File: src/logic/eu_consts.svh
// ---------------------------------------------------------------------
// event unit constants: sizes, widths and event vector bit positions
// ---------------------------------------------------------------------
`ifndef EU_CONSTS_SVH
`define EU_CONSTS_SVH

`define EU_NB_CORES   4
`define EU_NB_SW_EVT  8
`define EU_NB_BARR    2
`define EU_EVT_W      16
`define EU_SOC_ID_W   8
`define EU_SOC_DEPTH  4
`define EU_ARG_W      16

// event vector layout, software events sit at bits 0 to 7
`define EU_BIT_BARR   8
`define EU_BIT_SOC    10
`define EU_BIT_ACC    11
`define EU_BIT_DMA    12
`define EU_BIT_TIMER  13

`endif

File: src/logic/eu_pkg.sv
// ---------------------------------------------------------------------
// event unit types: command and response ports, internal controls
// ---------------------------------------------------------------------
`default_nettype none

`include "eu_consts.svh"

package eu_pkg;

  typedef enum logic [2:0] {
    NOP         = 3'd0,
    TRIG_SW     = 3'd1,
    BARR_CFG    = 3'd2,
    BARR_ARRIVE = 3'd3,
    WAIT        = 3'd4,
    CLEAR       = 3'd5,
    POP_SOC     = 3'd6
  } eu_op_e;

  typedef struct packed {
    logic                 valid;
    eu_op_e               op;
    logic [`EU_ARG_W-1:0] arg;
  } core_cmd_t;

  typedef enum logic [1:0] {
    EVT       = 2'd0,
    SOC       = 2'd1,
    SOC_EMPTY = 2'd2
  } eu_resp_kind_e;

  typedef struct packed {
    logic                 valid;
    eu_resp_kind_e        kind;
    logic [`EU_EVT_W-1:0] data;
  } core_resp_t;

  // decode to one wake unit
  typedef struct packed {
    logic                     wait_stb;
    logic [`EU_EVT_W-1:0]     wait_mask;
    logic                     clr_stb;
    logic [`EU_EVT_W-1:0]     clr_mask;
    logic [`EU_NB_SW_EVT-1:0] sw_set;
  } core_ctl_t;

  // decode to one barrier
  typedef struct packed {
    logic                    cfg_stb;
    logic [`EU_NB_CORES-1:0] target;
    logic [`EU_NB_CORES-1:0] arrive;
  } barr_req_t;

endpackage

`default_nettype wire

File: src/logic/eu_cmd_decode.sv
// ---------------------------------------------------------------------
// core command decode: registers commands and fans them out as wake
// controls, software event sets, barrier requests and pop requests
// ---------------------------------------------------------------------
`timescale 1ns/1ns
`default_nettype none

`include "eu_consts.svh"

module eu_cmd_decode import eu_pkg::*; (
  input  logic                                 clk_i,
  input  logic                                 rst_i,
  input  core_cmd_t [`EU_NB_CORES-1:0]         cmd_i,
  output core_ctl_t [`EU_NB_CORES-1:0]         ctl_o,
  output barr_req_t [`EU_NB_BARR-1:0]          barr_req_o,
  output logic      [`EU_NB_CORES-1:0]         pop_req_o
);

  core_cmd_t [`EU_NB_CORES-1:0] cmd_q;

  // the rest of the unit sees each command one cycle after it is issued
  always_ff @(posedge clk_i) begin
    if (rst_i) begin
      for (int c = 0; c < `EU_NB_CORES; c++) begin
        cmd_q[c].valid <= 1'b0;
      end
    end else begin
      cmd_q <= cmd_i;
    end
  end

  always_comb begin
    ctl_o      = '0;
    barr_req_o = '0;
    pop_req_o  = '0;
    for (int c = 0; c < `EU_NB_CORES; c++) begin
      ctl_o[c].wait_mask = cmd_q[c].arg;
      ctl_o[c].clr_mask  = cmd_q[c].arg;
    end
    for (int src = 0; src < `EU_NB_CORES; src++) begin
      if (cmd_q[src].valid) begin
        case (cmd_q[src].op)
          WAIT:    ctl_o[src].wait_stb = 1'b1;
          CLEAR:   ctl_o[src].clr_stb = 1'b1;
          POP_SOC: pop_req_o[src] = 1'b1;
          TRIG_SW: begin
            // event number in arg[2:0], target cores in arg[7:4]
            for (int dst = 0; dst < `EU_NB_CORES; dst++) begin
              if (cmd_q[src].arg[4+dst]) begin
                ctl_o[dst].sw_set[cmd_q[src].arg[2:0]] = 1'b1;
              end
            end
          end
          BARR_CFG: begin
            barr_req_o[cmd_q[src].arg[0]].cfg_stb = 1'b1;
            barr_req_o[cmd_q[src].arg[0]].target  = cmd_q[src].arg[8 +: `EU_NB_CORES];
          end
          BARR_ARRIVE: barr_req_o[cmd_q[src].arg[0]].arrive[src] = 1'b1;
          default: ;
        endcase
      end
    end
  end

endmodule

`default_nettype wire

File: src/logic/eu_barrier.sv
// ---------------------------------------------------------------------
// hardware barrier: collects arrivals and releases the target cores
// ---------------------------------------------------------------------
`timescale 1ns/1ns
`default_nettype none

`include "eu_consts.svh"

module eu_barrier import eu_pkg::*; (
  input  logic                    clk_i,
  input  logic                    rst_i,
  input  barr_req_t               req_i,
  output logic [`EU_NB_CORES-1:0] release_o
);

  logic [`EU_NB_CORES-1:0] target_q;
  logic [`EU_NB_CORES-1:0] arrived_q;
  logic [`EU_NB_CORES-1:0] arrived_d;
  logic                    done;

  // cores outside the target are ignored
  assign arrived_d = (arrived_q | req_i.arrive) & target_q;

  // the last arrival releases in the same cycle it is seen
  assign done = !req_i.cfg_stb && (target_q != '0) && (arrived_d == target_q);

  assign release_o = done ? target_q : '0;

  always_ff @(posedge clk_i) begin
    if (rst_i) begin
      target_q  <= '0;
      arrived_q <= '0;
    end else if (req_i.cfg_stb) begin
      target_q  <= req_i.target;
      arrived_q <= '0;
    end else if (done) begin
      arrived_q <= '0;
    end else begin
      arrived_q <= arrived_d;
    end
  end

endmodule

`default_nettype wire

File: src/logic/eu_soc_evt_fifo.sv
// ---------------------------------------------------------------------
// soc event queue: stores peripheral event ids, serves one pop per
// cycle to the lowest requesting core and returns a credit per pop
// ---------------------------------------------------------------------
`timescale 1ns/1ns
`default_nettype none

`include "eu_consts.svh"

module eu_soc_evt_fifo (
  input  logic                    clk_i,
  input  logic                    rst_i,
  input  logic                    soc_evt_valid_i,
  input  logic [`EU_SOC_ID_W-1:0] soc_evt_id_i,
  input  logic [`EU_NB_CORES-1:0] pop_req_i,
  output logic                    soc_evt_credit_o,
  output logic                    not_empty_o,
  output logic [`EU_NB_CORES-1:0] grant_o,
  output logic [`EU_SOC_ID_W-1:0] head_id_o,
  output logic                    head_valid_o
);

  localparam int PTR_W = $clog2(`EU_SOC_DEPTH);

  logic [`EU_SOC_ID_W-1:0] mem_q [`EU_SOC_DEPTH];
  logic [PTR_W-1:0]        wr_ptr_q;
  logic [PTR_W-1:0]        rd_ptr_q;
  logic [PTR_W:0]          count_q;
  logic                    full;
  logic                    push;
  logic                    pop;
  logic [`EU_NB_CORES-1:0] grant_d;

  assign full        = (count_q == (PTR_W+1)'(`EU_SOC_DEPTH));
  assign not_empty_o = (count_q != '0);
  // credits keep the sender from pushing into a full queue
  assign push        = soc_evt_valid_i && !full;
  // isolate the lowest set request bit
  assign grant_d     = pop_req_i & (~pop_req_i + 1'b1);
  assign pop         = (pop_req_i != '0) && not_empty_o;

  always_ff @(posedge clk_i) begin
    if (rst_i) begin
      wr_ptr_q         <= '0;
      rd_ptr_q         <= '0;
      count_q          <= '0;
      grant_o          <= '0;
      head_valid_o     <= 1'b0;
      soc_evt_credit_o <= 1'b0;
    end else begin
      if (push) begin
        wr_ptr_q <= (wr_ptr_q == PTR_W'(`EU_SOC_DEPTH - 1)) ? '0 : wr_ptr_q + 1'b1;
      end
      if (pop) begin
        rd_ptr_q <= (rd_ptr_q == PTR_W'(`EU_SOC_DEPTH - 1)) ? '0 : rd_ptr_q + 1'b1;
      end
      case ({push, pop})
        2'b10:   count_q <= count_q + 1'b1;
        2'b01:   count_q <= count_q - 1'b1;
        default: count_q <= count_q;
      endcase
      // an empty pop still grants, but returns no id and no credit
      grant_o          <= grant_d;
      head_valid_o     <= pop;
      soc_evt_credit_o <= pop;
    end
  end

  always_ff @(posedge clk_i) begin
    if (push) begin
      mem_q[wr_ptr_q] <= soc_evt_id_i;
    end
    if (pop) begin
      head_id_o <= mem_q[rd_ptr_q];
    end
  end

endmodule

`default_nettype wire

File: src/logic/eu_core_wake.sv
// ---------------------------------------------------------------------
// per-core wake unit: sticky event buffer, wait and sleep handling,
// clock enable and response generation
// ---------------------------------------------------------------------
`timescale 1ns/1ns
`default_nettype none

`include "eu_consts.svh"

module eu_core_wake import eu_pkg::*; (
  input  logic                    clk_i,
  input  logic                    rst_i,
  input  core_ctl_t               ctl_i,
  input  logic [`EU_NB_BARR-1:0]  barr_evt_i,
  input  logic                    soc_evt_i,
  input  logic                    acc_evt_i,
  input  logic                    dma_evt_i,
  input  logic                    timer_evt_i,
  input  logic                    pop_grant_i,
  input  logic                    pop_valid_i,
  input  logic [`EU_SOC_ID_W-1:0] pop_id_i,
  output core_resp_t              resp_o,
  output logic                    clock_en_o
);

  localparam int IDX_W = $clog2(`EU_EVT_W);

  logic [`EU_EVT_W-1:0] evt_in;
  logic [`EU_EVT_W-1:0] evt_store;
  logic [`EU_EVT_W-1:0] evt_view;
  logic [`EU_EVT_W-1:0] buf_q;
  logic [`EU_EVT_W-1:0] buf_d;
  logic [`EU_EVT_W-1:0] wait_mask_q;
  logic [`EU_EVT_W-1:0] mask_eff;
  logic [`EU_EVT_W-1:0] hit;
  logic                 waiting_q;
  logic                 active;
  logic                 hit_any;
  logic [IDX_W-1:0]     hit_idx;
  logic                 resp_vld_q;
  logic [IDX_W-1:0]     resp_idx_q;

  function automatic logic [IDX_W-1:0] lowest_idx(input logic [`EU_EVT_W-1:0] vec);
    logic [IDX_W-1:0] idx;
    idx = '0;
    for (int i = `EU_EVT_W - 1; i >= 0; i--) begin
      if (vec[i]) begin
        idx = IDX_W'(i);
      end
    end
    return idx;
  endfunction

  always_comb begin
    evt_in = '0;
    evt_in[`EU_NB_SW_EVT-1:0]           = ctl_i.sw_set;
    evt_in[`EU_BIT_BARR +: `EU_NB_BARR] = barr_evt_i;
    evt_in[`EU_BIT_SOC]                 = soc_evt_i;
    evt_in[`EU_BIT_ACC]                 = acc_evt_i;
    evt_in[`EU_BIT_DMA]                 = dma_evt_i;
    evt_in[`EU_BIT_TIMER]               = timer_evt_i;
    // soc line is a level from the queue, never latched
    evt_store = evt_in;
    evt_store[`EU_BIT_SOC] = 1'b0;
  end

  assign evt_view = buf_q | evt_in;
  assign active   = ctl_i.wait_stb || waiting_q;
  assign mask_eff = ctl_i.wait_stb ? ctl_i.wait_mask : wait_mask_q;
  assign hit      = evt_view & mask_eff;
  assign hit_any  = (hit != '0);
  assign hit_idx  = lowest_idx(hit);

  always_comb begin
    buf_d = buf_q;
    if (ctl_i.clr_stb) begin
      buf_d = buf_d & ~ctl_i.clr_mask;
    end
    buf_d = buf_d | evt_store;
    // the event that ends a wait is consumed
    if (active && hit_any) begin
      buf_d[hit_idx] = 1'b0;
    end
  end

  always_ff @(posedge clk_i) begin
    if (rst_i) begin
      buf_q       <= '0;
      waiting_q   <= 1'b0;
      wait_mask_q <= '0;
      clock_en_o  <= 1'b1;
      resp_vld_q  <= 1'b0;
    end else begin
      buf_q      <= buf_d;
      resp_vld_q <= active && hit_any;
      if (active && hit_any) begin
        waiting_q  <= 1'b0;
        clock_en_o <= 1'b1;
      end else if (active) begin
        // nothing pending yet, gate the core until an event shows up
        waiting_q   <= 1'b1;
        wait_mask_q <= mask_eff;
        clock_en_o  <= 1'b0;
      end
    end
  end

  always_ff @(posedge clk_i) begin
    if (active && hit_any) begin
      resp_idx_q <= hit_idx;
    end
  end

  // pop results come straight from the queue's registered grant
  always_comb begin
    resp_o       = '0;
    resp_o.valid = resp_vld_q;
    resp_o.kind  = EVT;
    resp_o.data[IDX_W-1:0] = resp_idx_q;
    if (pop_grant_i) begin
      resp_o.valid = 1'b1;
      resp_o.kind  = pop_valid_i ? SOC : SOC_EMPTY;
      resp_o.data  = '0;
      if (pop_valid_i) begin
        resp_o.data[`EU_SOC_ID_W-1:0] = pop_id_i;
      end
    end
  end

endmodule

`default_nettype wire

File: src/logic/event_unit_top.sv
// ---------------------------------------------------------------------
// event unit top: command decode, hardware barriers, soc event queue
// and one wake unit per core
// ---------------------------------------------------------------------
`timescale 1ns/1ns
`default_nettype none

`include "eu_consts.svh"

module event_unit_top import eu_pkg::*; (
  input  logic                                clk_i,
  input  logic                                rst_i,
  input  core_cmd_t  [`EU_NB_CORES-1:0]       core_cmd_i,
  input  logic       [`EU_NB_CORES-1:0]       acc_events_i,
  input  logic       [`EU_NB_CORES-1:0]       dma_events_i,
  input  logic       [`EU_NB_CORES-1:0]       timer_events_i,
  input  logic                                soc_evt_valid_i,
  input  logic       [`EU_SOC_ID_W-1:0]       soc_evt_id_i,
  output core_resp_t [`EU_NB_CORES-1:0]       core_resp_o,
  output logic       [`EU_NB_CORES-1:0]       core_clock_en_o,
  output logic                                soc_evt_credit_o
);

  core_ctl_t [`EU_NB_CORES-1:0]                   ctl;
  barr_req_t [`EU_NB_BARR-1:0]                    barr_req;
  logic      [`EU_NB_CORES-1:0]                   pop_req;
  logic      [`EU_NB_CORES-1:0]                   pop_grant;
  logic      [`EU_SOC_ID_W-1:0]                   head_id;
  logic                                           head_valid;
  logic                                           soc_not_empty;
  // release lines per barrier, regrouped per core
  logic      [`EU_NB_BARR-1:0][`EU_NB_CORES-1:0]  barr_release;
  logic      [`EU_NB_CORES-1:0][`EU_NB_BARR-1:0]  barr_evt;

  eu_cmd_decode cmd_decode_i (
    .clk_i      ( clk_i      ),
    .rst_i      ( rst_i      ),
    .cmd_i      ( core_cmd_i ),
    .ctl_o      ( ctl        ),
    .barr_req_o ( barr_req   ),
    .pop_req_o  ( pop_req    )
  );

  for (genvar b = 0; b < `EU_NB_BARR; b++) begin : gen_barr
    eu_barrier barrier_i (
      .clk_i     ( clk_i           ),
      .rst_i     ( rst_i           ),
      .req_i     ( barr_req[b]     ),
      .release_o ( barr_release[b] )
    );
    for (genvar c = 0; c < `EU_NB_CORES; c++) begin : gen_transp
      assign barr_evt[c][b] = barr_release[b][c];
    end
  end

  eu_soc_evt_fifo soc_fifo_i (
    .clk_i            ( clk_i            ),
    .rst_i            ( rst_i            ),
    .soc_evt_valid_i  ( soc_evt_valid_i  ),
    .soc_evt_id_i     ( soc_evt_id_i     ),
    .pop_req_i        ( pop_req          ),
    .soc_evt_credit_o ( soc_evt_credit_o ),
    .not_empty_o      ( soc_not_empty    ),
    .grant_o          ( pop_grant        ),
    .head_id_o        ( head_id          ),
    .head_valid_o     ( head_valid       )
  );

  for (genvar c = 0; c < `EU_NB_CORES; c++) begin : gen_core
    eu_core_wake core_wake_i (
      .clk_i       ( clk_i              ),
      .rst_i       ( rst_i              ),
      .ctl_i       ( ctl[c]             ),
      .barr_evt_i  ( barr_evt[c]        ),
      .soc_evt_i   ( soc_not_empty      ),
      .acc_evt_i   ( acc_events_i[c]    ),
      .dma_evt_i   ( dma_events_i[c]    ),
      .timer_evt_i ( timer_events_i[c]  ),
      .pop_grant_i ( pop_grant[c]       ),
      .pop_valid_i ( head_valid         ),
      .pop_id_i    ( head_id            ),
      .resp_o      ( core_resp_o[c]     ),
      .clock_en_o  ( core_clock_en_o[c] )
    );
  end

endmodule

`default_nettype wire

File: config.mk
export PLATFORM = sky130hd
export DESIGN_NAME = event_unit_top
export DESIGN_NICKNAME = d
export VERILOG_FILES = /design/src/logic/eu_pkg.sv /design/src/logic/eu_cmd_decode.sv /design/src/logic/eu_barrier.sv /design/src/logic/eu_soc_evt_fifo.sv /design/src/logic/eu_core_wake.sv /design/src/logic/event_unit_top.sv
export VERILOG_INCLUDE_DIRS = /design/src /design/src/logic
export SDC_FILE = /design/constraint.sdc
export NUM_CORES = 1
export LEC_CHECK = 0
export BUFFER_PORTS_ARGS = -buffer_cell sky130_fd_sc_hd__buf_2
export CAP_MARGIN = 20
export CELL_PAD_IN_SITES_DETAIL_PLACEMENT = 0
export CELL_PAD_IN_SITES_GLOBAL_PLACEMENT = 1
export CORE_MARGIN = 8
export CORE_UTILIZATION = 45
export CTS_BUF_LIST = sky130_fd_sc_hd__clkbuf_8
export CTS_CLUSTER_SIZE = 25
export DETAILED_ROUTE_END_ITERATION = 8
export GPL_TIMING_DRIVEN = 0
export PLACE_DENSITY_LB_ADDON = 0.1
export SLEW_MARGIN = 20
export SYNTH_ARGS = -nofsm -noshare
export SYNTH_HDL_FRONTEND = slang
export SYNTH_SLANG_ARGS = --single-unit
File: constraint.sdc
create_clock -name clk_i -period 4.2 [get_ports clk_i]
set_input_delay 0.42 -clock clk_i [delete_from_list [all_inputs] [get_ports clk_i]]
set_output_delay 0.42 -clock clk_i [all_outputs]
set_load 0.01 [all_outputs]
==> results_dict.tcl <==
set metrics [dict create \
    run_status "completed" \
    postCtsResizedCells 0 \
    placementRows 69 \
    async_sr_flop_fraction_pct 0 \
    fin_total_pwr_mw 6.83 \
    crit_path_top_delay_cell "sky130_fd_sc_hd__nor4bb_1" \
    fmax_mhz 248 \
    setup.worst_path.end_class "flip-flop" \
    pwr-share-comb_pct 11.4 \
    total_grt_usage_pct 27.5 \
    cts_buffer_depth 3 \
    totalWireLength_um 59100 \
    initial_utilization_pct 45.7 \
    root_buffer "sky130_fd_sc_hd__clkbuf_8" \
    dieArea_um2 42400 \
    seq_area_frac_synth_pct 45.6 \
    hold_path_class "in2reg" \
    timing.critical_path.cells "clkbuf_1 > nor4bb_1 > a32o_1 > o41ai_1 > o21ai_1 > o21bai_1 > o311a_1 > nor3b_1 > a221oi_1" \
    timing.final.ws_setup_ns 0.171 \
    worstPathArrival_ns 4.49 \
    dominantRegCellSynth "sky130_fd_sc_hd__dfxtp_1" \
    grt_pass1_vias 14200 \
    post-synth-top-area-fraction_pct 24.4 \
    remaining_drc_errors 0 \
    cts_tree "done" \
    globalplace.congestion 0.935 \
    critical_path_buffers_and_inverters 1 \
    crit_required_ns 4.66 \
    post_route_skew_ns 0.0296 \
    vdd.ir_drop.worst_mv 0.285 \
    critical_path_peak_fanout 10 \
    critPathMaxStageDelay_ns 0.97 \
    synth.lib_cells_used.distinct 109 \
    timing_worst_setup_path_type "reg2reg" \
    initialDrtViolationCount 1362 \
    power.switching_fraction_pct 27.8 \
    grt_start_max_net_pins 51 \
    area_growth_syn_to_layout_pct 21.2 \
    routed-via-count 14300 \
    yosysWarningCount 0 \
    route.detailed.vias_per_inst 5.87 \
    power.leakage_nw 7.49 \
    antenna_found_initial 1 \
    intPower_mw 4.93 \
    synth.ff_latch_count 304 \
    ant_nets 0 \
    post_synth_top_area_cell "sky130_fd_sc_hd__edfxtp_1" \
    synth_edf_count 132 \
    synth_cells 1603 \
    worst_pin_slew_ns 1.10 \
    post_route_cells_drive_above_1_share_pct 20.2 \
    design.final.nets 2042 \
    sequentialPowerShare_pct 49.1 \
    cp-start-kind "flip-flop" \
    die_height_um 206 \
    synth.top_cells.by_count "sky130_fd_sc_hd__dfxtp_1 (172), sky130_fd_sc_hd__nor2_1 (141), sky130_fd_sc_hd__edfxtp_1 (132), sky130_fd_sc_hd__nand2_1 (132), sky130_fd_sc_hd__mux2i_1 (108)" \
    clock_sinks 304 \
    core-area_um2 35600 \
    fin_crit_ns 4.03 \
    synth_top_cells_by_area "sky130_fd_sc_hd__edfxtp_1 (24%), sky130_fd_sc_hd__dfxtp_1 (21%), sky130_fd_sc_hd__mux2i_1 (6.7%)" \
    numPortBuffers 151 \
    hpwlAfterDp_um 43400 \
    pin_count 184 \
    dp_slack_ns 0.325 \
    global_route_wire_length_before_repair_um 88000 \
    first_pass_iters 6 \
    cpLargestDelayFamily "simple AND/OR/NAND/NOR gates" \
    power.density_cell_area_nw_per_um2 347 \
    max-slew-margin-rel_pct 26.7 \
    setup_repair_after_global_routing_missed_its_margin "no" \
    synthMostInstantiatedCell "sky130_fd_sc_hd__dfxtp_1" \
    report.final.hold_viol_count 0 \
    post-route-period-util_pct 95.9 \
    overflow_left_after_global_routing 0 \
    wire_per_inst_um 24.2 \
    post_synth_instance_area_um2 16300 \
    numCtsBuffers 54 \
    count_of_max_cap_constraint_violations 0 \
    die-width_um 206 \
    htreeDepth 2 \
    clkTransAtPathRegs_ns 0.07 \
    drv_slew 0 \
    synth.avg_cell_area_um2 10.1 \
    clkLatencyLatePin_ns 0.66 \
    power.share.clock_pct 39.5 \
    power.net_switching_mw 1.90 \
    report.final.setup_viol 0 \
]
[path summary, 6_finish.rpt]
kind / start / slack (ns) / end / cells past startpoint
setup / recovery: cmd_decode_i.cmd_q[59] / 0.17 / gen_core[2].core_wake_i.buf_q[2] / 9
hold / removal: dma_events_i[1] / 0.08 / gen_core[1].core_wake_i.buf_q[12] / 2
setup reg to reg: cmd_decode_i.cmd_q[59] / 0.17 / gen_core[2].core_wake_i.buf_q[2] / 9
hold reg to reg: gen_core[0].core_wake_i.buf_q[10] / 0.45 / gen_core[0].core_wake_i.buf_q[10] / 2
[power by group through the flow]
stage               Clock (mW)  Combinational [mW]  Sequential, mW
global placement             0               0.691            3.42
CTS                       2.76               0.773            3.35
finish                    2.70               0.781            3.36
floorplan                    0               0.436            3.35
global route              2.88               0.839            3.37
detailed placement           0               0.707            3.41
[through the flow]
step / hold slack [ns] / area, µm² / cells / TNS, ns / utilization [%]
finish: 0.0757 / 19700 / 2441 / 0 / 55.4
CTS: 0.0305 / 19700 / 2439 / 0 / 55.4
floorplan: 0.422 / 16400 / 1634 / 0 / -
detailed placement: 0.431 / 17800 / 2249 / 0 / 49.9
global placement: 0.430 / 17700 / 2246 / -85.60 / 49.8
global route: 0.0593 / 19700 / 2439 / 0 / 55.4
[registers in the layout (all words and copies together) (netlist names), 3 cells and up]
signal / cells
gen_core.core_wake_i.buf_q: 64
gen_barr.barrier_i.arrived_q: 8
soc_fifo_i.head_id_o: 8
soc_fifo_i.mem_q: 32
gen_core.core_wake_i.resp_vld_q: 4
cmd_decode_i.cmd_q: 16
gen_core.core_wake_i.waiting_q: 4
soc_fifo_i.count_q: 3
gen_core.core_wake_i.clock_en_o: 4
soc_fifo_i.grant_o: 4
gen_core.core_wake_i.resp_idx_q: 16
gen_core.core_wake_i.wait_mask_q: 64
cmd_decode_i.ctl_o: 64
gen_barr.barrier_i.target_q: 8
[kinds of logic after synthesis]
family	synth area share (%)
AND/OR/NAND/NOR	21.9
adder cells (fa/ha/maj)	0.585
other	0.0231
XOR/XNOR	0.108
flip-flops	45.6
multiplexers	10.4
buffers and inverters	5.47
AO/OA/AOI/OAI	16.0
[timing repair]
action                    4_1_cts  5_1_grt
hold buffers                   88        0
hold endpoints to repair      112        0
setup buffers                   0        0
[cell usage in the layout, fill, tap and decap left out, types with 8 or more instances in the layout]
cell type and instances:
sky130_fd_sc_hd__a221oi_1 28, sky130_fd_sc_hd__dfxtp_1 172, sky130_fd_sc_hd__dlygate4sd3_1 88, sky130_fd_sc_hd__and3_1 44, sky130_fd_sc_hd__nand4_1 15, sky130_fd_sc_hd__nor2_1 141, sky130_fd_sc_hd__a31oi_1 18, sky130_fd_sc_hd__nand2_1 132
sky130_fd_sc_hd__and4b_1 11, sky130_fd_sc_hd__nand3_1 44, sky130_fd_sc_hd__clkbuf_8 62, sky130_fd_sc_hd__a32oi_1 19, sky130_fd_sc_hd__a32o_1 10, sky130_fd_sc_hd__and2_1 37, sky130_fd_sc_hd__nor4bb_1 19, sky130_fd_sc_hd__nor3_1 33
sky130_fd_sc_hd__a22oi_1 14, sky130_fd_sc_hd__buf_2 168, sky130_fd_sc_hd__nand4b_1 11, sky130_fd_sc_hd__inv_1 64, sky130_fd_sc_hd__buf_4 45, sky130_fd_sc_hd__buf_6 11, sky130_fd_sc_hd__nand2b_1 13, sky130_fd_sc_hd__conb_1 32
sky130_fd_sc_hd__a21oi_1 60, sky130_fd_sc_hd__mux2i_1 108, sky130_fd_sc_hd__clkbuf_1 55, sky130_fd_sc_hd__a211oi_1 39, sky130_fd_sc_hd__nor3b_1 17, sky130_fd_sc_hd__a41oi_1 15, sky130_fd_sc_hd__or2_2 10, sky130_fd_sc_hd__mux2_2 38
sky130_fd_sc_hd__mux4_2 8, sky130_fd_sc_hd__o21ai_0 36, sky130_fd_sc_hd__edfxtp_1 132, sky130_fd_sc_hd__nor2b_1 37
[routing by layer]
layer  share of wire [%]  GRT usage (%)  up-vias
met3                 6.1           4.48      123
met5               0.022              0        -
li1                    -              -     6704
met4                 3.6           10.6        2
met1                  44           36.1     6981
met2                  47           44.8      513
[layout make-up]
class                           instances  area, µm²
Antenna cell                            2       5.00
Buffer                                130        756
Clock buffer                           62        853
Clock inverter                         40        195
Fill cell                            3256      15900
Inverter                               37        139
Multi-Input combinational cell       1163       8090
Sequential cell                       304       7410
Tap cell                              461        577
Timing Repair Buffer                  242       1680
[worst register-to-register path: cells and delay by family, from the launching register on]
family / cells / cell delay [ns]
AO/OA/AOI/OAI: 6 / 1.34
buffers and inverters: 1 / 0.33
flip-flops: 1 / 0.45
AND/OR/NAND/NOR: 2 / 1.74
No activity file was read; power rests on OpenSTA's default activity.
